**src/common/ldpc_dec_pkg.sv**
```systemverilog
// ldpc decoder package: code size, parity table, widths and shared types
package ldpc_dec_pkg;

  //--------------------------------------------------
  // code geometry
  //--------------------------------------------------

  localparam int code_n = 16;  // code bits
  localparam int code_m = 8;   // parity checks

  localparam int llr_w  = 8;   // channel llr
  localparam int node_w = 10;  // posterior and message
  localparam int tag_w  = 4;

  // parity check matrix, one 16 bit column mask per row, row 0 at the bottom
  // row r hits columns r, r+1, 8+r and 8+((r+3) mod 8)
  // every row has weight 4, every column weight 2
  localparam logic [code_m-1:0][code_n-1:0] h_mask = {
    16'h8481,  // row 7
    16'h42c0,  // row 6
    16'h2160,  // row 5
    16'h9030,  // row 4
    16'h4818,  // row 3
    16'h240c,  // row 2
    16'h1206,  // row 1
    16'h0903   // row 0
  };

  //--------------------------------------------------
  // types
  //--------------------------------------------------

  typedef logic signed [llr_w-1:0]  llr_t;
  typedef logic signed [node_w-1:0] node_t;  // saturates symmetric
  typedef logic [3:0]               col_t;
  typedef logic [2:0]               row_t;

  // frame context, captured with the first llr address
  typedef struct packed {
    logic [tag_w-1:0] tag;
    logic [7:0]       niter;  // 0 means bypass
    logic             fmode;  // early stop on clean syndrome
  } frame_ctx_t;

  // all posteriors of the frame
  typedef node_t [code_n-1:0] app_vec_t;

  // result of one layered row update
  typedef struct packed {
    logic     valid;
    row_t     row;
    app_vec_t app;
  } row_upd_t;

endpackage

```
**src/verilog/ldpc_dec_loader.sv**
```systemverilog
// ldpc decoder input side, reads the channel llrs and releases the input buffer
module ldpc_dec_loader (
  input  logic                            iclk,
  input  logic                            ireset,
  input  logic                            load_go,
  input  ldpc_dec_pkg::llr_t              llr,      // one cycle after its address
  input  logic [ldpc_dec_pkg::tag_w-1:0]  tag,
  input  logic [7:0]                      niter,
  input  logic                            fmode,
  output ldpc_dec_pkg::col_t              llr_raddr,
  output logic                            buf_rempty,
  output logic                            load_wr,
  output ldpc_dec_pkg::col_t              load_col,
  output ldpc_dec_pkg::llr_t              load_llr,
  output ldpc_dec_pkg::frame_ctx_t        ctx,
  output logic                            load_done
);

  localparam ldpc_dec_pkg::col_t last_col = ldpc_dec_pkg::col_t'(ldpc_dec_pkg::code_n - 1);

  logic rd_act;  // address phase running

  always_ff @(posedge iclk or posedge ireset) begin
    if (ireset) begin
      rd_act     <= 1'b0;
      llr_raddr  <= '0;
      load_wr    <= 1'b0;
      buf_rempty <= 1'b0;
    end else begin
      if (load_go) begin
        rd_act <= 1'b1;
      end else if (rd_act && llr_raddr == last_col) begin
        rd_act <= 1'b0;
      end
      if (rd_act) begin
        llr_raddr <= llr_raddr + 1'b1;  // wraps back to 0 after the frame
      end
      load_wr    <= rd_act;                            // llr returns now
      buf_rempty <= load_wr && (load_col == last_col);  // after last capture
    end
  end

  // address pipe and context capture
  always_ff @(posedge iclk) begin
    load_col <= llr_raddr;
    if (rd_act && llr_raddr == '0) begin
      ctx <= '{tag: tag, niter: niter, fmode: fmode};
    end
  end

  assign load_llr  = llr;         // paired with load_col
  assign load_done = buf_rempty;  // frame fully in the vnode unit

endmodule

```
**config.mk**
```make
export PLATFORM = sky130hd
export DESIGN_NAME = ldpc_dec_loader
export DESIGN_NICKNAME = d
export VERILOG_FILES = /design/src/common/ldpc_dec_pkg.sv /design/src/verilog/ldpc_dec_loader.sv
export SDC_FILE = /design/constraint.sdc
export NUM_CORES = 1
export LEC_CHECK = 0
export ABC_AREA = 1
export BUFFER_PORTS_ARGS = -buffer_cell sky130_fd_sc_hd__buf_2
export CAP_MARGIN = 10
export CORE_MARGIN = 2
export CORE_UTILIZATION = 36
export CTS_CLUSTER_DIAMETER = 80
export DETAILED_ROUTE_END_ITERATION = 10
export PLACE_DENSITY = 0.73
export SYNTH_ARGS = -nofsm -noshare
export SYNTH_HDL_FRONTEND = slang
export SYNTH_SLANG_ARGS = --single-unit
```
**constraint.sdc**
```tcl
create_clock -name iclk -period 2.1 [get_ports iclk]
set_input_delay 0 -clock iclk [delete_from_list [all_inputs] [get_ports iclk]]
set_output_delay 0 -clock iclk [all_outputs]
set_load 0.02 [all_outputs]
```
# Word level (Yosys, flattened, before mapping)
# Cells that the tools add are included.
[classes]
n_eq_ne = 2
muxes = 2
reduce_logical = 5
addsub = 1
[op_table]
columns = ["cell", "n"]
rows = [
  ["$eq A4 B4 Y1 const B", 2],
  ["$add A4 B1 Y4 const B", 1],
  ["$logic_not A4 Y1", 1],
  ["$logic_and A1 B1 Y1", 3],
  ["$mux W1", 2],
  ["$reduce_bool A2 Y1", 1],
]
[word_totals]
input_bits = 24
reg_bits = 24
elab_cells = 18

# Longest topological paths before layout
[logic_depth]
word_depth = 4
depth_mapped = 4

# Worst setup path after synthesis
# Ideal clock, no wire load.
[synth_path]
path_kind = "register to register"
startpoint = "reg llr_raddr[0]"
endpoint = "reg ctx[0] in the netlist's numbering, enable pin"
synth_period_minus_slack_ps = 2098
path_stages_with_launch = 5
setup_ps = 400
slack_ps = 2
t_required_ps = 1700
arrival_ps = 1698
cell_sequence = "dfrtp_1 -> inv_1 -> ha_1 -> nand2_1 -> nor3_1"
[synth_via]
elab_chain_cells = 2
[synth_lines]
columns = ["element", "line_no", "source"]
rows = [
  ["start: declaration", "ldpc_dec_loader.sv:10", "output ldpc_dec_pkg::col_t llr_raddr,"],
  ["start signal: assignment", "ldpc_dec_loader.sv:36", "llr_raddr <= llr_raddr + 1'b1;"],
  ["$logic_not A4 Y1", "ldpc_dec_loader.sv:46", "if (rd_act && llr_raddr == '0) begin"],
  ["$logic_and A1 B1 Y1", "ldpc_dec_loader.sv:46", ""],
  ["end signal: assignment", "ldpc_dec_loader.sv:47", "ctx <= '{tag: tag, niter: niter, fmode: fmode};"],
  ["end: declaration", "ldpc_dec_loader.sv:15", "output ldpc_dec_pkg::frame_ctx_t ctx,"],
]
# Every way passes these cells.
# A chain may end at the register's enable or synchronous reset.

# Final worst setup path
[layout_path]
startpoint = "reg llr_raddr[0]"
endpoint = "reg ctx[12] in the netlist's numbering, enable pin"
# The elaborated chain is that of the path after synthesis.

==> results.toml <==
[run_status]
status = "finished clean"

[floorplan]
chipHeight_um = 52.5
die_w_um = 52.5
row_count = 17
coreArea_um2 = 2210
initial_utilization_pct = 38.3
dieArea_um2 = 2760
io_pins = 56

[pwr]
p_leak_nw = 0.549
power_switching_uw = 533
p_int_uw = 899
power.density_nw_per_um2 = 1190
sequentialPowerShare_pct = 51.9
vdd_drop_max_mv = 0.709
power_frac_clock_pct = 13.3
swShare_pct = 37.2
p_comb_share_pct = 34.8

[sta]
fin_worst_skew_ns = 0.00578
tightest_slew_ns = 0.283
worst_slew_margin_rel_pct = 81.1
setup-violations-final = 0
final-max-slew-violation-count = 0
rsz0062_at_grt = "no"
period_needed_ns = 1.36
max_freq_mhz = 736
fin_crit_sh_pct = 64.7
fin_setup_tns_ns = 0
hold_viol_final = 0

[synthesis]
synth_nets = 84
netlist_area_um2 = 848
yosys-top-cells-area = "edfxtp_1 46%, dfrtp_1 21%, dfxtp_1 9.4%"
synth_cells = 58
synth_area_leader_cell = "edfxtp_1"
synth_cell_types = 14
synth_top_area_share_pct = 46.0
synth.avg_cell_area_um2 = 14.6
synth_seq_cells = 24
seq_area_frac_synth_pct = 76.1
yosysWarnings = 0

[drt]
drt-initial-drc-count = 4
ant_nets = 0
avgViaCountPerCell = 4.09
wl_um = 1490
wl_per_cell_um = 10.9
vias = 556
dr.pass1.iters = 3
route.detailed.drc = 0

[global_routing]
grt_pass1_vias = 528
grt_pass1_wl_um = 2170
grt_max_degree = 14
globalRoute.totalOverflow = 0
antenna_found_initial = 0
track_usage_pct = 11.2

[setup_path]
cp_top_family = "flip-flops"
cp.arrival_ns = 1.37
critPathRequiredTime_ns = 2.11
cp-end-kind = "register"
path_max_fanout = 13
startpoint_type = "register"
path_cells = "inv_1 -> ha_1 -> nand2_1 -> nor3_2 -> buf_4"
crit_type = "register to register"
worst_path_max_delay_cell = "dfrtp_1"
crit_path_max_incr_delay_ns = 0.47
crit_buf_inv = 2

[clock_tree]
cts.sinks = 24
clk_latency_ns = 0.30
hold_buffers = 15
cts_resized = 0
clk_pin_slew_ns = 0.12
cts_buffers = 3
cts_tree = "yes"
htree_levels = 1
cts_root_buffer = "clkbuf_4"
clockBufferDepth = 2
postCtsSetupRepairBufs = 0

[final_layout]
final_core_util_pct = 54.2
syn_to_final_growth_pct = 41.4
drive_gt1_share_pct = 42.6
layout_common_cells = "39 x buf_2, 15 x dlygate4sd3_1, 13 x edfxtp_1"
n_antenna_cell = 0
layout_commonest_cell = "buf_2"
final_nets = 135

[hold_path]
worstHoldPathType = "input port to output port"

[placement]
gp_congestion = 0.752
port_buffers = 39
dpl.hpwl_um = 1060

[run]
cap_viol_max_count = 0
-- metal layers --
metal  global-route usage, %  vias up  routed length, µm
met5                       0        -                  0
met3                    3.71        0                152
li1                        -      282                  -
met2                    20.4       31                756
met4                    5.13        0                  0
met1                    11.4      243                576
-- power by group through the flow --
stage	logic [mW]	clock network (mW)	registers, mW
CTS	0.509	0.204	0.744
detailed placement	0.486	0	0.755
global route	0.546	0.220	0.766
finish	0.498	0.191	0.743
global placement	0.486	0	0.746
floorplan	0.184	0	0.894
-- final cells by class --
type | count | area [µm²]
Tap cell | 28 | 35.0
Clock buffer | 4 | 26.3
Inverter | 5 | 18.8
Fill cell | 205 | 1010
Timing Repair Buffer | 55 | 353
Sequential cell | 24 | 646
Multi-Input combinational cell | 20 | 121
-- worst register-to-register path, cell delays in order (launching register included) --
cell	delay, ns
dfrtp_1	0.47
inv_1	0.09
ha_1	0.13
nand2_1	0.06
nor3_2	0.11
buf_4	0.22
-- sequential cells by signal, indices dropped and copies added (netlist names) --
name	flops
llr_raddr	4
buf_rempty	1
rd_act	1
load_col	4
ctx	13
load_wr	1
-- cell families after synthesis --
group                      count (synthesis)  synth area share [%]
xor gates and xnor gates                   2                  2.07
AOI/OAI and AO/OA                          2                  1.62
and+or+nand+nor                           14                  7.08
adders and majority gates                  2                  2.95
buffers and inverters                     14                  10.2
DFF                                       24                  76.1
-- final timing paths --
check	from	end	slack, ns	cells past startpoint
max in group asynchronous	ireset	llr_raddr[3]$_DFFE_PP0P_	1.72	3
worst min-delay path	llr[0]	load_llr[0]	0.00003	0
worst min register to register	load_col[0]$_DFF_P_	buf_rempty$_DFF_PP0_	0.44	2
min in group asynchronous	ireset	llr_raddr[1]$_DFFE_PP0P_	0.16	3
worst max-delay path	llr_raddr[0]$_DFFE_PP0P_	ctx[12]$_DFFE_PP_	0.74	5
worst max register to register	llr_raddr[0]$_DFFE_PP0P_	ctx[12]$_DFFE_PP_	0.74	5
-- synthesized netlist by cell type (all sizes together) --
master and n:
buf 9, a21o 1, inv 5, nor2 4
nand3 2, nand2 6, o21ai 1, dfrtp 7
ha 2, nor3 2, dfxtp 4, edfxtp 13
xor2 2
-- through the flow --
stage	std cells	total power, mW	hold WS (ns)	instance area (µm²)	setup slack [ns]
after floorplan	58	1.08	-0.197	848	0.00229
after global placement	117	1.23	-0.0552	1020	0.776
after detailed placement	117	1.24	-0.0489	1020	0.747
after CTS	136	1.46	0.000137	1200	0.727
after global routing	136	1.53	0.000120	1200	0.632
final	136	1.43	0.0000262	1200	0.742
No activity file was read; power rests on OpenSTA's default activity.
