===== src/common/ldpc_dec_pkg.sv =====
// ldpc decoder package: code size, parity table, widths and shared types
package ldpc_dec_pkg;

  //--------------------------------------------------
  // code geometry
  //--------------------------------------------------

  localparam int code_n = 16;  // code bits
  localparam int code_m = 8;   // parity checks

  localparam int llr_w  = 8;   // channel llr
  localparam int node_w = 10;  // posterior and message
  localparam int tag_w  = 4;

  // parity check matrix, one 16 bit column mask per row, row 0 at the bottom
  // row r hits columns r, r+1, 8+r and 8+((r+3) mod 8)
  // every row has weight 4, every column weight 2
  localparam logic [code_m-1:0][code_n-1:0] h_mask = {
    16'h8481,  // row 7
    16'h42c0,  // row 6
    16'h2160,  // row 5
    16'h9030,  // row 4
    16'h4818,  // row 3
    16'h240c,  // row 2
    16'h1206,  // row 1
    16'h0903   // row 0
  };

  //--------------------------------------------------
  // types
  //--------------------------------------------------

  typedef logic signed [llr_w-1:0]  llr_t;
  typedef logic signed [node_w-1:0] node_t;  // saturates symmetric
  typedef logic [3:0]               col_t;
  typedef logic [2:0]               row_t;

  // frame context, captured with the first llr address
  typedef struct packed {
    logic [tag_w-1:0] tag;
    logic [7:0]       niter;  // 0 means bypass
    logic             fmode;  // early stop on clean syndrome
  } frame_ctx_t;

  // all posteriors of the frame
  typedef node_t [code_n-1:0] app_vec_t;

  // result of one layered row update
  typedef struct packed {
    logic     valid;
    row_t     row;
    app_vec_t app;
  } row_upd_t;

endpackage


===== src/decoder/ldpc_dec_vnode.sv =====
// ldpc decoder variable-node unit, posterior store with hard decisions and syndrome check
module ldpc_dec_vnode (
  input  logic                             iclk,
  input  logic                             ireset,
  input  logic                             load_wr,
  input  ldpc_dec_pkg::col_t               load_col,
  input  ldpc_dec_pkg::llr_t               load_llr,
  input  ldpc_dec_pkg::row_upd_t           upd,
  output ldpc_dec_pkg::app_vec_t           app,
  output logic [ldpc_dec_pkg::code_n-1:0]  hard,
  output logic                             syn_ok
);

  ldpc_dec_pkg::app_vec_t           app_nxt;
  logic [ldpc_dec_pkg::code_n-1:0]  hard_nxt;
  logic [ldpc_dec_pkg::code_m-1:0]  chk_bad;  // odd parity per row

  // next posteriors, load and row update never overlap
  always_comb begin
    app_nxt = app;
    if (upd.valid) begin
      app_nxt = upd.app;
    end
    if (load_wr) begin
      app_nxt[load_col] = {{(ldpc_dec_pkg::node_w - ldpc_dec_pkg::llr_w)
                            {load_llr[ldpc_dec_pkg::llr_w-1]}}, load_llr};  // sign extend
    end
    for (int c = 0; c < ldpc_dec_pkg::code_n; c++) begin
      hard_nxt[c] = app_nxt[c][ldpc_dec_pkg::node_w-1];  // negative -> 1
    end
    for (int r = 0; r < ldpc_dec_pkg::code_m; r++) begin
      chk_bad[r] = ^(hard_nxt & ldpc_dec_pkg::h_mask[r]);
    end
  end

  always_ff @(posedge iclk) begin
    app <= app_nxt;
  end

  // syndrome tracks app in the same cycle
  always_ff @(posedge iclk or posedge ireset) begin
    if (ireset) begin
      syn_ok <= 1'b0;
    end else begin
      syn_ok <= ~|chk_bad;
    end
  end

  always_comb begin
    for (int c = 0; c < ldpc_dec_pkg::code_n; c++) begin
      hard[c] = app[c][ldpc_dec_pkg::node_w-1];
    end
  end

endmodule


===== config.mk =====
export PLATFORM = sky130hd
export DESIGN_NAME = ldpc_dec_vnode
export DESIGN_NICKNAME = d
export VERILOG_FILES = /design/src/common/ldpc_dec_pkg.sv /design/src/decoder/ldpc_dec_vnode.sv
export SDC_FILE = /design/constraint.sdc
export NUM_CORES = 1
export LEC_CHECK = 0
export BUFFER_PORTS_ARGS = -buffer_cell sky130_fd_sc_hd__buf_2
export CAP_MARGIN = 20
export CORE_AREA = 2 2 137 139
export CTS_CLUSTER_DIAMETER = 150
export DETAILED_ROUTE_END_ITERATION = 8
export DIE_AREA = 0 0 139 141
export PLACE_DENSITY = 0.82
export SYNTH_ARGS = -nofsm -noshare
export SYNTH_HDL_FRONTEND = slang
export SYNTH_SLANG_ARGS = --single-unit

===== constraint.sdc =====
create_clock -name iclk -period 3.6 [get_ports iclk]
set_input_delay 0.36 -clock iclk [delete_from_list [all_inputs] [get_ports iclk]]
set_output_delay 0.36 -clock iclk [all_outputs]
set_load 0.01 [all_outputs]

== Word-level counts from Yosys, hierarchy flattened ==
Index checks and enable logic that the tools add are counted.

* Output and inout bits: 177
* Register bits after elaboration: 161
* Input bits: 179

* Reductions and logical operators: 11
* Muxes and demuxes: 5
* Magnitude comparators: 2

{| class="wikitable"
|+ Operator list
! cell !! number
|-
| 160-bit 2-to-1 mux || 2
|-
| 160-bit bitwise mux || 1
|-
| 16-bit parity || 8
|-
| 10-bit demux with 4-bit select || 1
|-
| 10-bit 2-to-1 mux || 1
|-
| 8-bit OR reduction || 1
|-
| 4-bit by 5-bit less-than comparator with 1-bit output, second input constant || 1
|-
| 4-bit by 1-bit >= comparator with 1-bit output, second input constant || 1
|-
| 1-bit logical AND || 1
|-
| 1-bit zero test || 1
|}

== Logic depth before layout (Yosys ltp) ==
* Depth in word-level cells: 9
* Depth in mapped cells: 9
* Depth with buffers taken out: 8

== Least setup slack after synthesis ==
Ideal clock, no wire load.

* Kind: input to register
* Start: input port upd[163] in the netlist's numbering
* End: register syn_ok
* Slack: 1333 ps
* Stages on the path: 9
* Arrival time: 2171 ps
* Data required time: 3504 ps
* Path buffers: 2
* Path through: buf_2 buf_6 mux2i_1 mux2i_1 xnor2_1 a21oi_1 xnor2_1 o2111ai_1 nor4_2

* Longest elaborated chain between the ends: 6
* Elaborated cells on any way between the ends: 13

{| class="wikitable"
|+ RTL lines
! item !! RTL line !! text
|-
| start: declaration || ldpc_dec_vnode.sv:8 || <nowiki>input ldpc_dec_pkg::row_upd_t upd,</nowiki>
|-
| 160-bit 2-to-1 mux * || ldpc_dec_vnode.sv:21 || <nowiki>if (upd.valid) begin</nowiki>
|-
| 160-bit bitwise mux || ldpc_dec_vnode.sv:25 || <nowiki>app_nxt[load_col] = {{(ldpc_dec_pkg::node_w - ldpc_dec_pkg::llr_w)</nowiki>
|-
| 160-bit 2-to-1 mux * || ldpc_dec_vnode.sv:24 || <nowiki>if (load_wr) begin</nowiki>
|-
| 16-bit parity || ldpc_dec_vnode.sv:32 || <nowiki>chk_bad[r] = ^(hard_nxt & ldpc_dec_pkg::h_mask[r]);</nowiki>
|-
| 8-bit OR reduction * || ldpc_dec_vnode.sv:45 || <nowiki>syn_ok <= ~|chk_bad;</nowiki>
|-
| 1-bit zero test * || ldpc_dec_vnode.sv:45 ||
|-
| end signal: assignment || ldpc_dec_vnode.sv:45 ||
|-
| end: declaration || ldpc_dec_vnode.sv:11 || <nowiki>output logic syn_ok</nowiki>
|}

Mark *: on every way between the ends. The rest lies on a longest branch, timed or not.

==> qor.csv <==
stage,metric,value,unit
place,place_area,9245,µm²
place,io_buffers,352,
routing,drt_iter0_markers,280,
routing,post_drt_wl_per_cell,16.54,µm
final_layout,finalNetCount,1298,
worst_hold_path,hold_class,in -> reg,
pwr,ir_worst_vdd,306.4,µV
critical_path,r2r_cells,7,
clock_tree,numCtsBuffers,17,
pwr,power,4900,µW
grt,grt_max_degree,56,
clock_tree,clk_pin_slew,70,ps
outcome,outcome,"complete, no violations",
final_layout,fin_area,9837,µm²
sta,setup_slack,979.7,ps
final_layout,areaGrowthSynthToFinish,32.51,%
logic_synthesis,yosysWarnings,0,
grt,first_global_vias,6460,
pwr,p_leak,0.004744,µW
sta,setup-tns-final,0,ps
die,rows,50,
logic_synthesis,synth_area,7423,µm²
routing,drc,0,
routing,routed_wl,22590,µm
clock_tree,cts-root-buf,clkbuf_16,
logic_synthesis,synth_fp_nets,988,
die,die_w,139,µm
critical_path,endpoint,syn_ok,
critical_path,rrSetupSlack,1550,ps
sta,hold_viol,0,
logic_synthesis,ys_types,55,
grt,grt_first_pass_wirelength,33750,µm
die,start_util,40.64,%
critical_path,crit_path_start,load_col[3],
place,place.gp.congestion,0.8394,
logic_synthesis,avgSynthCellArea,9.176,µm²
place,post-dp-hpwl,17490,µm
routing,drtPass1Iterations,5,
critical_path,crit_cells,8,
logic_synthesis,synth_enable_flop_cells,0,
clock_tree,cts_tree,yes,
routing,num_vias,7011,
sta,fmax,381.6,MHz
sta,relSlewSlack,47.82,%
logic_synthesis,synth_top_flop_cell,dfxtp_1,
logic_synthesis,yosysSeqAreaShare,43.49,%
sta,setup_viol,0,
critical_path,critPathTopFamily,simple AND/OR/NAND/NOR gates,
place,dp_slack,588.6,ps
sta,clock_skew,6.513,ps
clock_tree,htreeDepth,4,
clock_tree,clkLatencyLatePin,410,ps
critical_path,critPathLaunchType,input pin,
grt,overflow,0,
critical_path,timing.rr.start,app[109],
die,die-area,19600,µm²
run,drv_cap,0,
final_layout,diodes,0,
grt,grt_util_all_layers,21.76,%
die,fp.dieH,141,µm
routing,ant_nets,0,
sta,hold_slack,225.4,ps
sta,period_needed,2620,ps
critical_path,critPathKind,in -> reg,
critical_path,slowest_stage,or3_1,
sta,worstMarginPinSlew,782.7,ps
critical_path,r2r-end,syn_ok,
critical_path,cp-end-kind,flop,
grt,antenna_found_initial,0,
logic_synthesis,ys_seq_elements,161,
critical_path,cpPeakStageDelay,700,ps
critical_path,critPathMaxFanout,18,
logic_synthesis,ys_async_sr_fraction,0.6211,%
pwr,powerDensity,498.1,nW/µm²
clock_tree,postCtsResizedCells,0,
sta,rsz0062_at_grt,no,
clock_tree,clock_sinks,161,
clock_tree,clk_path_buf_depth,2,
final_layout,post_route_cells_drive_above_1_share,37.19,%
logic_synthesis,syn_inst,809,
die,ios,356,
critical_path,crit_chain,buf_2 -> nand2_2 -> or3_1 -> nor2_1 -> a21oi_4 -> xnor3_1 -> mux2_1 -> nor4_2,
critical_path,arrival,2930,ps
critical_path,worst_ep_required_time,3910,ps
sta,timing.final.crit_share,72.79,%
routing,vias_per_cell,5.133,
critical_path,critical_path.n_buffers_inverters,1,
die,coreArea,18270,µm²
sta,slew_viol_final,0,
==> synth_stat cells, types with 2 or more instances <==
cell type  instances  share of area [%]
a211oi_1           2               0.20
a21o_1             2               0.20
a21oi_1           86                5.8
a21oi_4            2               0.44
a221o_1            5               0.67
a221oi_1           2               0.24
buf_1             14               0.71
buf_2             13               0.88
buf_4             17                1.7
clkbuf_1          36                1.8
dfxtp_1          160                 43
inv_1              3               0.15
mux2i_1          160                 22
nand2_1           84                4.2
nand2b_1           6               0.51
nand3_1            3               0.20
nor2_1            56                2.8
nor3_1            12               0.81
nor4b_1            2               0.24
o21ai_0           80                5.4
o221ai_1           6               0.71
or2_0              3               0.25
or2_2              4               0.34
or3_1              3               0.25
xnor2_1           10                1.2
xor2_1             9                1.1
==> worst min path at each step <==
stage | startpoint | to | depth (start not counted)
after floorplan | ireset | syn_ok | 1
after global placement | ireset | syn_ok | 2
after detailed placement | ireset | syn_ok | 2
after CTS | upd[51] | app[51] | 3
after global routing | upd[125] | app[125] | 3
final | upd[134] | app[134] | 3
==> layer usage <==
metal	vias to the layer above	part of all wire [%]	GRT usage, %
met4	0	1.7	6.539
met1	3247	42	26.32
met5	-	0	0
li1	3448	-	-
met2	288	50	38.55
met3	28	6.5	5.129
==> metrics by stage <==
step                cells  utilization [%]
floorplan             809                -
global placement     1332            50.61
detailed placement   1332            50.61
CTS                  1365            53.79
global route         1366            53.85
finish               1366            53.85
==> what timing repair did <==
item	CTS	global route
setup buffers	0	0
hold buffers	1	0
hold endpoints to repair	1	0
==> power breakdown <==
group	internal, µW	total, µW	switching [µW]
Combinational	476	1020	547
Clock	984	1750	769
Sequential	2000	2120	120
==> logic make-up (layout without fill, tap and decap cells) <==
kind of cell	count (synthesis)	after routing	share of synthesized area, %
compound gates	195	195	14.82
xor+xnor	21	21	2.865
buf+inv	84	407	5.427
flops	161	161	43.49
mux	163	163	22.21
simple gates	185	185	11.19
==> worst reg2reg max path, stage by stage (launching register included) <==
cell and delay [ps]:
dfxtp_1 370, mux2i_1 220, nor3b_1 240, a311o_1 330, a32oi_1 240, xnor2_1 150
nand2_1 110, nor4_2 300
==> registers in the layout, indices dropped and copies added (netlist names) <==
signal and cells:
app 160, syn_ok 1
==> cells in the final DEF (no fill, tap or decap), drive strengths merged, types with 6 or more instances in the layout <==
cell type / n
a21oi: 89
buf: 370
clkbuf: 20
dfxtp: 160
inv: 8
mux2i: 161
nand2: 85
nand2b: 6
nor2: 57
nor3: 12
o21ai: 81
o221ai: 6
or2: 7
xnor2: 10
xor2: 9
==> layout make-up <==
type | instances | area (µm²)
clock buffers | 19 | 442.9
well taps | 234 | 292.8
multi-input cells | 564 | 3807
clock inverters | 13 | 127.6
fillers | 1647 | 8431
inverters | 3 | 11.26
flip-flops and latches | 161 | 3228
repair buffers | 372 | 1927
Power figures use the tool's default switching activity.
