$ cat config.mk
export PLATFORM = sky130hd
export DESIGN_NAME = ldpc_dec_out
export DESIGN_NICKNAME = d
export VERILOG_FILES = /design/src/common/ldpc_dec_pkg.sv /design/src/verilog/ldpc_dec_out.sv
export SDC_FILE = /design/constraint.sdc
export NUM_CORES = 1
export LEC_CHECK = 0
export ABC_CLOCK_PERIOD_IN_PS = 3100
export BUFFER_PORTS_ARGS = -buffer_cell sky130_fd_sc_hd__buf_4
export CORE_MARGIN = 2
export CORE_UTILIZATION = 51
export DETAILED_ROUTE_END_ITERATION = 8
export GPL_TIMING_DRIVEN = 0
export PLACE_DENSITY = 0.86
export SLEW_MARGIN = 20
export SYNTH_ARGS = -nofsm -noshare
export SYNTH_HDL_FRONTEND = slang
export SYNTH_SLANG_ARGS = --single-unit
$ cat constraint.sdc
create_clock -name iclk -period 3.1 [get_ports iclk]
set_input_delay 0.62 -clock iclk [delete_from_list [all_inputs] [get_ports iclk]]
set_output_delay 0.62 -clock iclk [all_outputs]
set_load 0.01 [all_outputs]
$ cat src/common/ldpc_dec_pkg.sv
// ldpc decoder package: code size, parity table, widths and shared types
package ldpc_dec_pkg;

  //--------------------------------------------------
  // code geometry
  //--------------------------------------------------

  localparam int code_n = 16;  // code bits
  localparam int code_m = 8;   // parity checks

  localparam int llr_w  = 8;   // channel llr
  localparam int node_w = 10;  // posterior and message
  localparam int tag_w  = 4;

  // parity check matrix, one 16 bit column mask per row, row 0 at the bottom
  // row r hits columns r, r+1, 8+r and 8+((r+3) mod 8)
  // every row has weight 4, every column weight 2
  localparam logic [code_m-1:0][code_n-1:0] h_mask = {
    16'h8481,  // row 7
    16'h42c0,  // row 6
    16'h2160,  // row 5
    16'h9030,  // row 4
    16'h4818,  // row 3
    16'h240c,  // row 2
    16'h1206,  // row 1
    16'h0903   // row 0
  };

  //--------------------------------------------------
  // types
  //--------------------------------------------------

  typedef logic signed [llr_w-1:0]  llr_t;
  typedef logic signed [node_w-1:0] node_t;  // saturates symmetric
  typedef logic [3:0]               col_t;
  typedef logic [2:0]               row_t;

  // frame context, captured with the first llr address
  typedef struct packed {
    logic [tag_w-1:0] tag;
    logic [7:0]       niter;  // 0 means bypass
    logic             fmode;  // early stop on clean syndrome
  } frame_ctx_t;

  // all posteriors of the frame
  typedef node_t [code_n-1:0] app_vec_t;

  // result of one layered row update
  typedef struct packed {
    logic     valid;
    row_t     row;
    app_vec_t app;
  } row_upd_t;

endpackage

$ cat src/verilog/ldpc_dec_out.sv
// ldpc decoder output side, writes hard bits, counts corrections and flags completion
module ldpc_dec_out #(
  parameter int err_w = 16
) (
  input  logic                             iclk,
  input  logic                             ireset,
  input  logic                             out_go,
  input  logic [ldpc_dec_pkg::code_n-1:0]  hard,
  input  ldpc_dec_pkg::frame_ctx_t         ctx,
  input  logic                             fail,
  input  logic                             load_wr,
  input  ldpc_dec_pkg::col_t               load_col,
  input  ldpc_dec_pkg::llr_t               load_llr,
  output logic                             out_done,
  output logic                             write,
  output ldpc_dec_pkg::col_t               waddr,
  output logic                             wdat,
  output logic [ldpc_dec_pkg::tag_w-1:0]   wtag,
  output logic                             decfail,
  output logic                             wfull,
  output logic [err_w-1:0]                 err
);

  localparam ldpc_dec_pkg::col_t last_col = ldpc_dec_pkg::col_t'(ldpc_dec_pkg::code_n - 1);

  logic [ldpc_dec_pkg::code_n-1:0] chan_q;  // channel hard decisions
  logic [ldpc_dec_pkg::code_n-1:0] hard_q;  // decoded bits, frozen at out_go
  logic                            last_wr;

  assign last_wr = write && (waddr == last_col);

  //--------------------------------------------------
  // write sequence and error count
  //--------------------------------------------------

  always_ff @(posedge iclk or posedge ireset) begin
    if (ireset) begin
      write <= 1'b0;
      waddr <= '0;
      wfull <= 1'b0;
      err   <= '0;
    end else begin
      if (out_go) begin
        write <= 1'b1;
      end else if (last_wr) begin
        write <= 1'b0;
      end
      if (write) begin
        waddr <= waddr + 1'b1;  // back to 0 after bit 15
      end
      wfull <= last_wr;  // cycle after last write
      if (out_go) begin
        err <= '0;
      end else if (write && wdat != chan_q[waddr]) begin
        err <= err + 1'b1;  // bit flipped by the decoder
      end
    end
  end

  always_ff @(posedge iclk) begin
    if (load_wr) begin
      chan_q[load_col] <= load_llr[ldpc_dec_pkg::llr_w-1];
    end
    if (out_go) begin
      hard_q <= hard;
      wtag   <= ctx.tag;  // held for the frame
    end
  end

  assign wdat     = hard_q[waddr];
  assign decfail  = fail;
  assign out_done = wfull;

endmodule

# After elaboration in Yosys (flattened, before gate mapping)
# Cells that the tools add are included.
[word_totals]
word_cells = 30
regBits = 58
[op_classes]
reduce_logical = 5
addsub = 2
magnitude_cmp = 3
muxes = 11
n_eq_ne = 2
[op_table]
columns = ["op", "count"]
rows = [
  ["$mux 16", 2],
  ["$add 16x1->16 const B", 1],
  ["$bwmux 16", 1],
  ["$lt 4x5->1 const B", 2],
  ["$bmux 1 s4", 2],
  ["$mux 1", 5],
  ["$add 4x1->4 const B", 1],
  ["$demux 1 s4", 1],
  ["$eq 4x4->1 const B", 1],
  ["$ge 4x1->1 const B", 1],
  ["$reduce_bool 2->1", 2],
  ["$logic_and 1x1->1", 3],
  ["$ne 1x1->1", 1],
]

# Depth between registers and ports, before layout
[depth]
depth_word = 6
mapped_depth = 8
ltp_nobuf = 6

# Least setup slack after synthesis
# No wires, ideal clock.
[synth_path]
kind = "reg2reg"
from = "reg waddr[0]"
to = "reg err[8]"
t_required_ns = 3.022
stages_incl_launch_ff = 9
arrival_ns = 2.544
slack_ns = 0.478
synth_period_minus_slack_ns = 2.622
cell_sequence = "dfrtp_1 buf_6 mux4_1 mux2_2 a22oi_2 xnor2_1 buf_2 or4_1 a21oi_1"
[synth_between]
elab_chain_cells = 5
[synth_lines]
columns = ["element", "line", "text"]
rows = [
  ["start: declaration", "ldpc_dec_out.sv:16", "output ldpc_dec_pkg::col_t waddr,"],
  ["start signal: assignment", "ldpc_dec_out.sv:49", "waddr <= waddr + 1'b1;"],
  ["$bmux 1 s4 (on tied branches)", "ldpc_dec_out.sv:70, ldpc_dec_out.sv:54", ""],
  ["$mux 1 (on tied branches)", "ldpc_dec_out.sv:70, ldpc_dec_out.sv:54", ""],
  ["$ne 1x1->1 *", "ldpc_dec_out.sv:54", "end else if (write && wdat != chan_q[waddr]) begin"],
  ["$logic_and 1x1->1 *", "ldpc_dec_out.sv:54", ""],
  ["$reduce_bool 2->1 (no line) *", "--", ""],
  ["end signal: assignment", "ldpc_dec_out.sv:55", "err <= err + 1'b1;"],
  ["end: declaration", "ldpc_dec_out.sv:21", "output logic [err_w-1:0] err"],
]
# Every way passes the cells marked *; elsewhere a longest branch is shown, timed or not. The select of a mux whose other input is x is not followed.
# A chain may end at the register's enable or synchronous reset.

# Worst setup path after layout
[layout_path]
from = "reg waddr[0]"
to = "reg err[9]"
# Same word-level chain as after synthesis.

==> impl_metrics.ini <==
[detailed_routing]
ant_nets = 0
avg_vias_per_cell = 5.61
route.vias.total = 1925
detail_route.iter0.violations = 166
detail_route.wl_per_cell_microns = 15.0
drc_errors = 0
routed_wl_microns = 5160
detailedRoute.firstPassIterationCount = 4

[status]
run_status = finished, final reports clean

[global_routing]
most_used_layer_global_route = met2
met2_track_demand_over_resource_in_global_routing = 0.329
globalRouteMet3Util = 0.0622
grt_util_all_layers = 0.203
first_global_vias = 1894
grt_pass1_wl_microns = 8400
number_of_antenna_violations_at_the_first_check_in_global_routing = 0
gr-usage-met1 = 0.252
global_route.overflow_total = 0
grt_start_max_net_pins = 23

[layout]
finalNonFillerCells = 343
final.fill_count = 374
multi_input_area_sq_um = 888
nNetsFinal = 319
syn_to_final_growth_pct = 26.5
insertedDiodeCount = 0
share_of_cells_above_drive_strength_1 = 0.312
final_core_util = 0.682
final_design_area_no_fill_sq_um = 3290
sequential_cell_area_sq_um = 1630

[synthesis]
synthesis.area_sq_um = 2600
netlist.area_leader.share = 0.416
count_of_flip_flops_with_a_built_in_enable_after_synthesis = 36
ys_async_sr_fraction = 0.379
postSynthAreaPerCell_sq_um = 12.8
synthFlopType = edfxtp_1
synth_seq_area_share = 0.628
synthesis.instances = 203
yosys-top-cells-area = edfxtp_1 42%, dfrtp_1 21%, mux4_2 4.3%, a21oi_1 2.7%, nor2_1 2.6%
synth_fp_nets = 251
synth_warnings = 0
postSynthRegisterBits = 58
yosysTopAreaCell = edfxtp_1
netlist-cell-type-count = 37

[cts]
cts_hold_buf = 0
clkLatencyLatePin_ns = 0.34
worst_setup_hold_path_clk_slew_ns = 0.07
cts_root_buf = clkbuf_8
cts_tree = yes
postCtsSetupRepairBufs = 0
cts_repair_resize_count = 0
htree_num_levels = 3
numClockSinks = 58
tritoncts.num_buffers = 9
max_buffers_root_to_sink = 2

[power_and_ir_drop]
leakage_nw = 1.31
power.ir.vdd_worst_v = 0.000549
power-per-cell-area_nw_per_um2 = 774

[timing]
timing.final.max_slew_violations = 0
max_clock_freq_mhz = 355
setup-tns-final_ns = 0
actual_transition_at_the_worst_max_transition_pin_ns = 0.831
rsz_0062_raised_after_global_routing = false
maxSlewHeadroom = 0.446
hold_viol = 0
hold-worst-slack_ns = 0.443
finalCriticalPeriod_ns = 2.81
total_setup_violations_reported_at_the_end_of_the_flow = 0
finClkSkew_ns = 0.0114
layout_worst_path_cycle_share = 0.908

[setup_path]
critPathMaxStageDelay_ns = 0.57
path_class = flip-flop to flip-flop
worstPathCellList = buf_6, mux4_1, mux2_2, a22oi_2, xnor2_1, buf_2, or4_1, a21oi_1
timing.critical_path.arrival_ns = 3.07
wp_data_required_ns = 3.35
critical_path_source_type = flip-flop
timing.critical_path.to_type = flip-flop
crit_fanout = 10
slowest_cell_on_the_critical_path = mux4_1

[min_path]
timing.hold.worst.class = primary input to asynchronous set/reset pin

[die]
start_util = 0.539
num_io_pins = 75
dieArea_sq_um = 5680
floorplan.die.width_microns = 75.4
fp.coreArea_sq_um = 4820
chipHeight_microns = 75.4
placementRows = 25

[flow_run]
cap_viol_max_count = 0

[placement]
hpwlAfterDp_microns = 3560
placement.io_buffers = 57
finalWeightedCongestion = 0.871
placedInstanceArea_sq_um = 3110
placedCellCount = 327
==> metrics by stage <==
| stage | power, mW | setup WS, ns |
|---|---|---|
| 6_report | 2.55 | 0.286 |
| 5_1_grt | 2.68 | 0.0934 |
| 4_1_cts | 2.55 | 0.275 |
| 3_5_place_dp | 1.90 | 0.293 |
| 3_3_place_gp | 1.87 | 0.333 |
| 2_1_floorplan | 1.59 | 0.478 |
==> path summary, 6_finish.rpt <==
path / start / endpoint / slack (ns) / depth (start not counted)
max: waddr[0]$_DFFE_PP0P_ / err[9]$_DFFE_PP0P_ / 0.29 / 8
min: ireset / err[4]$_DFFE_PP0P_ / 0.44 / 2
max reg2reg: waddr[0]$_DFFE_PP0P_ / err[9]$_DFFE_PP0P_ / 0.29 / 8
min reg2reg: err[14]$_DFFE_PP0P_ / err[14]$_DFFE_PP0P_ / 0.57 / 2
max in group asynchronous: ireset / waddr[2]$_DFFE_PP0P_ / 2.13 / 2
min in group iclk: hard[15] / hard_q[15]$_DFFE_PP_ / 0.46 / 1
==> state kept, by name, summed over array words and instances, names as in the netlist <==
name      flops
hard_q       16
wtag          4
err          16
out_done      1
waddr         4
chan_q       16
write         1
==> layout by cell type, fill, tap and decap left out, types with 4 or more instances in the layout <==
master,netlist,final
inv_1,4,4
dfrtp_1,22,22
clkbuf_8,0,9
mux2_2,5,5
nand4_1,4,4
or4_1,4,4
nand3_1,8,8
o21ai_0,10,10
clkbuf_1,5,8
nand2b_1,4,4
nor2_1,18,18
mux2i_1,4,4
or3_1,9,9
o31ai_1,4,4
nand2_1,9,9
buf_4,2,59
a21oi_1,14,14
mux4_2,5,5
nor3_1,6,6
edfxtp_1,36,36
==> synthesized netlist by cell type (all sizes together) (5+ instances only) <==
| cell | number |
|---|---|
| a21oi | 14 |
| edfxtp | 36 |
| nor2 | 18 |
| mux2 | 5 |
| nor3 | 6 |
| nand3 | 8 |
| mux4 | 6 |
| nand2 | 9 |
| or3 | 9 |
| dfrtp | 22 |
| o21ai | 10 |
| clkbuf | 5 |
| buf | 7 |
==> cells by family (layout without fill, tap and decap cells) <==
family	count (synthesis)	after routing	share of synthesized area
compound gates	33	33	0.0751
xor+xnor	4	4	0.0135
fa+ha+maj	2	2	0.00963
buf+inv	16	89	0.0299
flops	58	58	0.628
mux	15	15	0.0906
simple gates	75	75	0.153
==> routing by layer <==
layer / vias to the layer above / part of all wire
met3: 14 / 0.066
met2: 85 / 0.50
li1: 899 / -
met1: 927 / 0.41
met5: - / 0
met4: 0 / 0.021
==> layout make-up <==
cell class,count,area share
sequential,58,0.496
tap,67,0.0255
timing repair buffer,57,0.130
inverter,4,0.00457
multi-input combinational,129,0.270
clock buffer,12,0.0411
clock inverter,4,0.0129
buffer,12,0.0190
==> where the power goes <==
group | switching, mW | internal, mW | leakage, nW | total [mW]
logic | 0.529 | 0.404 | 0.589 | 0.933
clock network | 0.281 | 0.365 | 0.0894 | 0.646
registers | 0.0707 | 0.896 | 0.632 | 0.967
==> critical path, delay by kind of cell (launching register included) <==
family / cells / cell delay, ns
muxes: 2 / 0.86
and+or+nand+nor: 1 / 0.49
AOI/OAI and AO/OA: 2 / 0.35
DFF: 1 / 0.50
xor gates and xnor gates: 1 / 0.12
buffers and inverters: 2 / 0.42
No activity file was read; power rests on OpenSTA's default activity.
