<file path="src/common/ldpc_dec_pkg.sv">
// ldpc decoder package: code size, parity table, widths and shared types
package ldpc_dec_pkg;

  //--------------------------------------------------
  // code geometry
  //--------------------------------------------------

  localparam int code_n = 16;  // code bits
  localparam int code_m = 8;   // parity checks

  localparam int llr_w  = 8;   // channel llr
  localparam int node_w = 10;  // posterior and message
  localparam int tag_w  = 4;

  // parity check matrix, one 16 bit column mask per row, row 0 at the bottom
  // row r hits columns r, r+1, 8+r and 8+((r+3) mod 8)
  // every row has weight 4, every column weight 2
  localparam logic [code_m-1:0][code_n-1:0] h_mask = {
    16'h8481,  // row 7
    16'h42c0,  // row 6
    16'h2160,  // row 5
    16'h9030,  // row 4
    16'h4818,  // row 3
    16'h240c,  // row 2
    16'h1206,  // row 1
    16'h0903   // row 0
  };

  //--------------------------------------------------
  // types
  //--------------------------------------------------

  typedef logic signed [llr_w-1:0]  llr_t;
  typedef logic signed [node_w-1:0] node_t;  // saturates symmetric
  typedef logic [3:0]               col_t;
  typedef logic [2:0]               row_t;

  // frame context, captured with the first llr address
  typedef struct packed {
    logic [tag_w-1:0] tag;
    logic [7:0]       niter;  // 0 means bypass
    logic             fmode;  // early stop on clean syndrome
  } frame_ctx_t;

  // all posteriors of the frame
  typedef node_t [code_n-1:0] app_vec_t;

  // result of one layered row update
  typedef struct packed {
    logic     valid;
    row_t     row;
    app_vec_t app;
  } row_upd_t;

endpackage

</file>
<file path="src/decoder/ldpc_dec_ctrl.sv">
// ldpc decoder frame sequencer, runs load, layered iterations, early stop and output
module ldpc_dec_ctrl (
  input  logic                      iclk,
  input  logic                      ireset,
  input  logic                      buf_full,
  input  logic                      obuf_empty,
  input  ldpc_dec_pkg::frame_ctx_t  ctx,
  input  logic                      load_done,
  input  logic                      syn_ok,
  input  logic                      out_done,
  output logic                      load_go,
  output logic                      frame_start,
  output logic                      row_go,
  output ldpc_dec_pkg::row_t        row,
  output logic                      out_go,
  output logic                      fail
);

  localparam ldpc_dec_pkg::row_t last_row = ldpc_dec_pkg::row_t'(ldpc_dec_pkg::code_m - 1);

  typedef enum logic [1:0] {
    st_idle,
    st_load,
    st_iter,
    st_out
  } state_t;

  state_t     state;
  logic       ph;        // 0 issue row, 1 row update lands
  logic [7:0] iter_cnt;  // finished iterations
  logic       start;
  logic       done;

  //--------------------------------------------------
  // decisions
  //--------------------------------------------------

  assign start       = (state == st_idle) && buf_full && obuf_empty;  // waits on back-pressure
  assign load_go     = start;
  assign frame_start = start;  // clears the c2v messages

  // checked at row 0 only, i.e. at iteration boundaries
  // niter of 0 hits at once, which is the bypass
  assign done   = (iter_cnt == ctx.niter) || (ctx.fmode && syn_ok && iter_cnt != '0);
  assign out_go = (state == st_iter) && !ph && (row == '0) && done;
  assign row_go = (state == st_iter) && !ph && !out_go;

  //--------------------------------------------------
  // state
  //--------------------------------------------------

  always_ff @(posedge iclk or posedge ireset) begin
    if (ireset) begin
      state    <= st_idle;
      ph       <= 1'b0;
      row      <= '0;
      iter_cnt <= '0;
      fail     <= 1'b0;
    end else begin
      case (state)
        st_idle: begin
          if (start) state <= st_load;
        end
        st_load: begin
          if (load_done) begin
            state    <= st_iter;
            ph       <= 1'b0;
            row      <= '0;
            iter_cnt <= '0;
          end
        end
        st_iter: begin
          if (out_go) begin
            state <= st_out;
            fail  <= !syn_ok;  // held until the next frame
          end else if (ph) begin
            ph  <= 1'b0;
            row <= row + 1'b1;  // wraps to row 0
            if (row == last_row) iter_cnt <= iter_cnt + 1'b1;
          end else begin
            ph <= 1'b1;
          end
        end
        default: begin  // st_out
          if (out_done) state <= st_idle;
        end
      endcase
    end
  end

endmodule

</file>
<file path="config.mk">
export PLATFORM = sky130hd
export DESIGN_NAME = ldpc_dec_ctrl
export DESIGN_NICKNAME = d
export VERILOG_FILES = /design/src/common/ldpc_dec_pkg.sv /design/src/decoder/ldpc_dec_ctrl.sv
export SDC_FILE = /design/constraint.sdc
export NUM_CORES = 1
export LEC_CHECK = 0
export ABC_AREA = 1
export BUFFER_PORTS_ARGS = -buffer_cell sky130_fd_sc_hd__buf_2
export CAP_MARGIN = 20
export CELL_PAD_IN_SITES_DETAIL_PLACEMENT = 0
export CELL_PAD_IN_SITES_GLOBAL_PLACEMENT = 1
export CORE_ASPECT_RATIO = 0.6
export CORE_MARGIN = 1
export CORE_UTILIZATION = 38
export DETAILED_ROUTE_END_ITERATION = 7
export MAX_ROUTING_LAYER = met4
export PLACE_DENSITY = 0.81
export SYNTH_ARGS = -nofsm -noshare
export SYNTH_HDL_FRONTEND = slang
export SYNTH_SLANG_ARGS = --single-unit
</file>
<file path="constraint.sdc">
create_clock -name iclk -period 2.3 [get_ports iclk]
set_input_delay 0.69 -clock iclk [delete_from_list [all_inputs] [get_ports iclk]]
set_output_delay 0.69 -clock iclk [all_outputs]
set_load 0.02 [all_outputs]
</file>
== Word level (Yosys, flattened, before mapping) ==
Index checks and enable logic that the tools add are counted.

* RAM bits: 0
* Memory bits (read-only): 0
* Output and inout port bits: 8
* Memories: 0
* Logic and storage cells: 57
* Bits in registers: 15
* Bits in latches: 0

* Shift operators: 0
* Equality and inequality tests: 10
* Reduce and logical (&&, ||, !) cells: 22
* Bitwise logic cells: 0
* Mux-type cells: 18
* Div/mod/pow operators: 0
* Order comparisons: 0
* Add/subtract/negate cells: 2
* Multiply operators: 0

{| class="wikitable"
|+ Operators by type and width
! operator !! count
|-
| $mux 8 || 4
|-
| $pmux 8 s2 || 1
|-
| $ne 2x2->1 const B || 5
|-
| $mux 3 || 3
|-
| $add 8x1->8 const B || 1
|-
| $eq 8x8->1 || 1
|-
| $logic_and 1x1->1 || 8
|-
| $mux 2 || 4
|-
| $reduce_and 4->1 || 2
|-
| $reduce_bool 8->1 || 1
|-
| $pmux 2 s3 || 1
|-
| $pmux 3 s2 || 1
|-
| $reduce_and 5->1 || 1
|-
| $reduce_bool 4->1 || 1
|-
| $add 3x1->3 const B || 1
|-
| $eq 3x3->1 const B || 1
|-
| $logic_not 1->1 || 3
|-
| $logic_not 3->1 || 1
|-
| $mux 1 || 3
|-
| $reduce_and 3->1 || 1
|-
| $eq 2x1->1 const B || 1
|-
| $eq 2x2->1 const B || 1
|-
| $logic_not 2->1 || 1
|-
| $ne 2x1->1 const B || 1
|-
| 4 further kinds || 4
|}

== Depth between registers and ports, before layout ==
* Depth in word-level cells: 6
* Mapped depth: 13
* Mapped depth without buffers: 12

== Least setup slack after synthesis ==
No wires, ideal clock.

* Path kind: register to output
* Start point: register state[0]
* End point: output port row_go
* Required time: 1610 ps
* Stages on the path, launching flop included: 11
* Slack: 74 ps
* Arrival time: 1536 ps
* Path buffers: 1
* Cells stage by stage: dfrtp_1 > inv_1 > ha_1 > buf_6 > inv_6 > nor2_8 > inv_2 > nor3b_4 > nand2_4 > inv_2 > nor2_1

* Longest elaborated chain between the ends: 6

{| class="wikitable"
|+ RTL lines
! what !! line !! text
|-
| start: declaration || ldpc_dec_ctrl.sv:28 || <nowiki>state_t state;</nowiki>
|-
| start signal: assignment || ldpc_dec_ctrl.sv:54 || <nowiki>state <= st_idle;</nowiki>
|-
| start signal: assignment || ldpc_dec_ctrl.sv:62 || <nowiki>if (start) state <= st_load;</nowiki>
|-
| start signal: assignment || ldpc_dec_ctrl.sv:66 || <nowiki>state <= st_iter;</nowiki>
|-
| $eq 2x2->1 || ldpc_dec_ctrl.sv:45 || <nowiki>assign out_go = (state == st_iter) && !ph && (row == '0) && done;</nowiki>
|-
| $logic_and 1x1->1 (3 in a row) || ldpc_dec_ctrl.sv:45 ||
|-
| via out_go || ldpc_dec_ctrl.sv:15 || <nowiki>output logic out_go,</nowiki>
|-
| $logic_not 1->1 || ldpc_dec_ctrl.sv:46 || <nowiki>assign row_go = (state == st_iter) && !ph && !out_go;</nowiki>
|-
| $logic_and 1x1->1 || ldpc_dec_ctrl.sv:46 ||
|-
| end: declaration || ldpc_dec_ctrl.sv:13 || <nowiki>output logic row_go,</nowiki>
|}

The timed path passes the listed nets, and every way through them passes these cells.

== Final worst setup path ==
* Start point: register state[0]
* End point: output port row_go

* Longest elaborated chain between the ends: 6

{| class="wikitable"
|+ RTL lines
! what !! line
|-
| $eq 2x2->1 (*) || ldpc_dec_ctrl.sv:45, ldpc_dec_ctrl.sv:46
|-
| $logic_and 1x1->1 (*) || ldpc_dec_ctrl.sv:45, ldpc_dec_ctrl.sv:46
|-
| $logic_and 1x1->1 (2 in a row) || ldpc_dec_ctrl.sv:45
|-
| $logic_not 1->1 || ldpc_dec_ctrl.sv:46
|-
| $logic_and 1x1->1 (*) || ldpc_dec_ctrl.sv:46
|}

Every way passes the cells marked *; elsewhere a longest branch is shown, timed or not.

==> impl_summary.log <==
INFO  metric drt-vias-per-instance = 4.608
INFO  metric routed-wl-met2 = 1159 um
INFO  metric tritoncts_clock_tree = done
INFO  metric area_growth_syn_to_layout = 27.02%
INFO  metric detailed_placement_wirelength_estimate = 1932 um
INFO  metric cp_top_family = flip-flops
INFO  metric synthesized_flop_and_latch_total = 15
INFO  metric ioPinCount = 28
INFO  metric timing.max_slew.rel_slack = 58.69%
INFO  metric layout_worst_path_cycle_share = 99.44%
INFO  metric cp_common_cell = sky130_fd_sc_hd__inv_2
INFO  metric finalWorstSetupSlack = 0.01284 ns
INFO  metric finalCoreUtilization = 51.62%
INFO  metric netlist.top_cell.by_area = sky130_fd_sc_hd__dfrtp_1
INFO  metric synth_fa_ha_area_share = 9.464%
INFO  metric grt_setup_unrepaired = true
INFO  metric floorplan.die_area = 3366 um2
INFO  metric worst_ep_required_time = 1.61 ns
INFO  metric clk-insertion-delay-late = 0.26 ns
INFO  metric starting_density = 40.64%
INFO  metric port_buffers = 23
INFO  metric maxCapViolations = 0
INFO  metric critPathMaxStageDelay = 0.41 ns
INFO  metric remaining_drc_errors = 0
INFO  metric dpl_worst_slack = -0.005099 ns
INFO  metric htree_num_levels = 1
INFO  metric result_of_the_run = finished clean
INFO  metric max_clock_freq = 437.2 MHz
INFO  metric global_route_wire_length_before_repair = 4188 um
INFO  metric critical_path_class = flop to output pin
INFO  metric post_synth_and_or_nand_nor_area_fraction = 40.38%
INFO  metric synth.cell_area = 1190 um2
INFO  metric antenna_found_initial = 0
INFO  metric wl_per_cell = 11.13 um
INFO  metric synthDistinctLibCells = 29
INFO  metric p_per_area = 1070 nW/um2
INFO  metric number_of_inserted_filler_cells_in_the_final_layout = 306
INFO  metric finish.cell_count_without_fillers = 232
INFO  metric layout.nets = 220
INFO  metric routed-via-count = 1,069
INFO  metric tritoncts.num_buffers = 3
INFO  metric grt_max_degree = 16
INFO  metric power_leakage = 0.8143 nW
INFO  metric crit_buf_inv = 5
INFO  metric synth_compound_area_share = 3.575%
INFO  metric top_layer_used = met3
INFO  metric routedLengthMet1 = 1284 um
INFO  metric placementRows = 15
INFO  metric routed-wl-met3 = 137 um
INFO  metric worst_setup_path_start_kind = flop
INFO  metric holdBufCountCts = 0
INFO  metric crit_arrival = 1.60 ns
INFO  metric max-vdd-ir-drop = 0.5049 mV
INFO  metric path_cells = inv_2, ha_4, inv_8, nor2_8, inv_4, nor3b_4, nand2_4, inv_2, nor2_2, buf_6
INFO  metric die_w = 74.24 um
INFO  metric cts_root_buf = sky130_fd_sc_hd__clkbuf_8
INFO  metric path_max_fanout = 2
INFO  metric n_antenna_cell = 0
INFO  metric die_h = 45.35 um
INFO  metric hold_path.class = input pin to asynchronous set/reset pin
INFO  metric global_route.overflow_total = 0
INFO  metric placedCellCount = 218
INFO  metric post-route-min-period = 2.287 ns
INFO  metric hold_viol_final = 0
INFO  metric xor_and_xnor_fraction_of_the_mapped_netlist_area = 5.152%
INFO  metric clock_skew = 0.008734 ns
INFO  metric netlist.area_leader.share = 31.55%
INFO  metric post_route_cells_drive_above_1_share = 36.84%
INFO  metric netlist_top_cells_area = sky130_fd_sc_hd__dfrtp_1, sky130_fd_sc_hd__nand2_1, sky130_fd_sc_hd__ha_1
INFO  metric hold_ws = 0.4965 ns
INFO  metric avgSynthCellArea = 7.777 um2
INFO  metric layout.cells.most_common = sky130_fd_sc_hd__nand2_1
INFO  metric routability_congestion = 0.8213
INFO  metric synthCells = 153
INFO  metric nets_in_the_synthesized_netlist = 182
INFO  metric worstMarginPinSlew = 0.6189 ns
INFO  metric slew_viol_final = 0
INFO  metric grt_pass1_vias = 931
INFO  metric critPathCaptureType = output pin
INFO  metric seq_area_frac_synth = 31.55%
INFO  metric number_of_buffers_on_the_longest_clock_path = 2
INFO  metric first_pass_iters = 4
INFO  metric slowest_stage = sky130_fd_sc_hd__dfrtp_1
INFO  metric floorplan.core_area = 2928 um2
INFO  metric ys.warnings.count = 0
INFO  metric main_combinational_cell_family_by_area_after_synthesis = simple AND/OR/NAND/NOR gates
INFO  metric clkTransAtPathRegs = 0.07 ns
INFO  metric routed_wl = 2582 um
INFO  metric setup-violations-final = 0
INFO  metric synth.mux.area_fraction = 0%
INFO  metric gr-usage-all-layers = 17.65%
INFO  metric detail_route.iter0.violations = 69
INFO  metric tritoncts_num_sinks = 15
INFO  metric post_drt_antenna_nets = 0
INFO  metric layout.cells.most_common_list = sky130_fd_sc_hd__nand2_1, sky130_fd_sc_hd__buf_2, sky130_fd_sc_hd__dfrtp_1
-- Yosys cell counts --
master,count
sky130_fd_sc_hd__a21oi_1,3
sky130_fd_sc_hd__and3_1,1
sky130_fd_sc_hd__buf_2,1
sky130_fd_sc_hd__buf_4,1
sky130_fd_sc_hd__buf_6,1
sky130_fd_sc_hd__dfrtp_1,15
sky130_fd_sc_hd__ha_1,9
sky130_fd_sc_hd__inv_1,16
sky130_fd_sc_hd__inv_2,5
sky130_fd_sc_hd__inv_4,1
sky130_fd_sc_hd__inv_6,1
sky130_fd_sc_hd__nand2_1,43
sky130_fd_sc_hd__nand2_2,2
sky130_fd_sc_hd__nand2_4,2
sky130_fd_sc_hd__nand3_1,6
sky130_fd_sc_hd__nand4_1,5
sky130_fd_sc_hd__nor2_1,12
sky130_fd_sc_hd__nor2_2,3
sky130_fd_sc_hd__nor2_4,3
sky130_fd_sc_hd__nor2_8,2
sky130_fd_sc_hd__nor3_1,5
sky130_fd_sc_hd__nor3_2,1
sky130_fd_sc_hd__nor3b_2,2
sky130_fd_sc_hd__nor3b_4,1
sky130_fd_sc_hd__o21ai_0,2
sky130_fd_sc_hd__o21ai_1,2
sky130_fd_sc_hd__o31ai_1,1
sky130_fd_sc_hd__xnor2_1,5
sky130_fd_sc_hd__xor2_1,2
-- final timing paths --
kind / from / endpoint / slack [ns] / depth (start not counted)
min in group iclk: fail / fail / 0.50 / 2
max in group asynchronous: ireset / iter_cnt[7] / 1.40 / 2
worst max register to register: state[1] / iter_cnt[4] / 0.45 / 13
worst max-delay path: state[0] / row_go / 0.01 / 10
worst min-delay path: ireset / iter_cnt[5] / 0.50 / 2
worst min register to register: fail / fail / 0.50 / 2
-- final cells by class --
class | count | area [um2] | share of cell area, %
Clock buffer | 3 | 41.29 | 2.732
Clock inverter | 1 | 5.005 | 0.3311
Inverter | 23 | 98.84 | 6.540
Multi-Input combinational cell | 112 | 719.4 | 47.60
Sequential cell | 15 | 375.4 | 24.83
Tap cell | 42 | 52.55 | 3.477
Timing Repair Buffer | 36 | 219.0 | 14.49
-- routing by layer --
metal / global-route usage (%) / vias up
met4: 2.264 / 0
met3: 5.357 / 0
met2: 25.64 / 31
met1: 24.76 / 489
li1: - / 549
met5: - / -
-- what timing repair did --
| action | in CTS | in global routing |
|---|---|---|
| setup buffers | 5 | 5 |
| pin swaps | 4 | 3 |
| endpoints found under the setup margin | 2 | 2 |
| endpoints found under the hold margin | 0 | 0 |
| gates resized for setup | 6 | 6 |
-- cell families (layout without fill, tap and decap cells) --
kind of cell	Yosys count	count (layout)
buffers and inverters	26	63
AOI/OAI and AO/OA	8	8
xor gates and xnor gates	7	7
adders and majority gates	9	9
and+or+nand+nor	88	88
DFF	15	15
-- where the power goes --
part	internal, mW	switching (mW)
registers	0.324	0.0655
logic	0.422	0.581
clock network	0.120	0.105
-- sequential cells by signal (all words and copies together) (netlist names) --
name	cells
fail	1
iter_cnt	8
ph	1
row	3
state	2
-- metrics by stage --
stage,instance area (um2),TNS [ns],total power [mW]
finish,1511,0,1.618
global route,1511,-0.09742,1.749
CTS,1460,-0.04989,1.563
detailed placement,1356,-0.005099,1.228
global placement,1356,0,1.208
floorplan,1190,0,1.047
(Power assumes the default switching activity.)
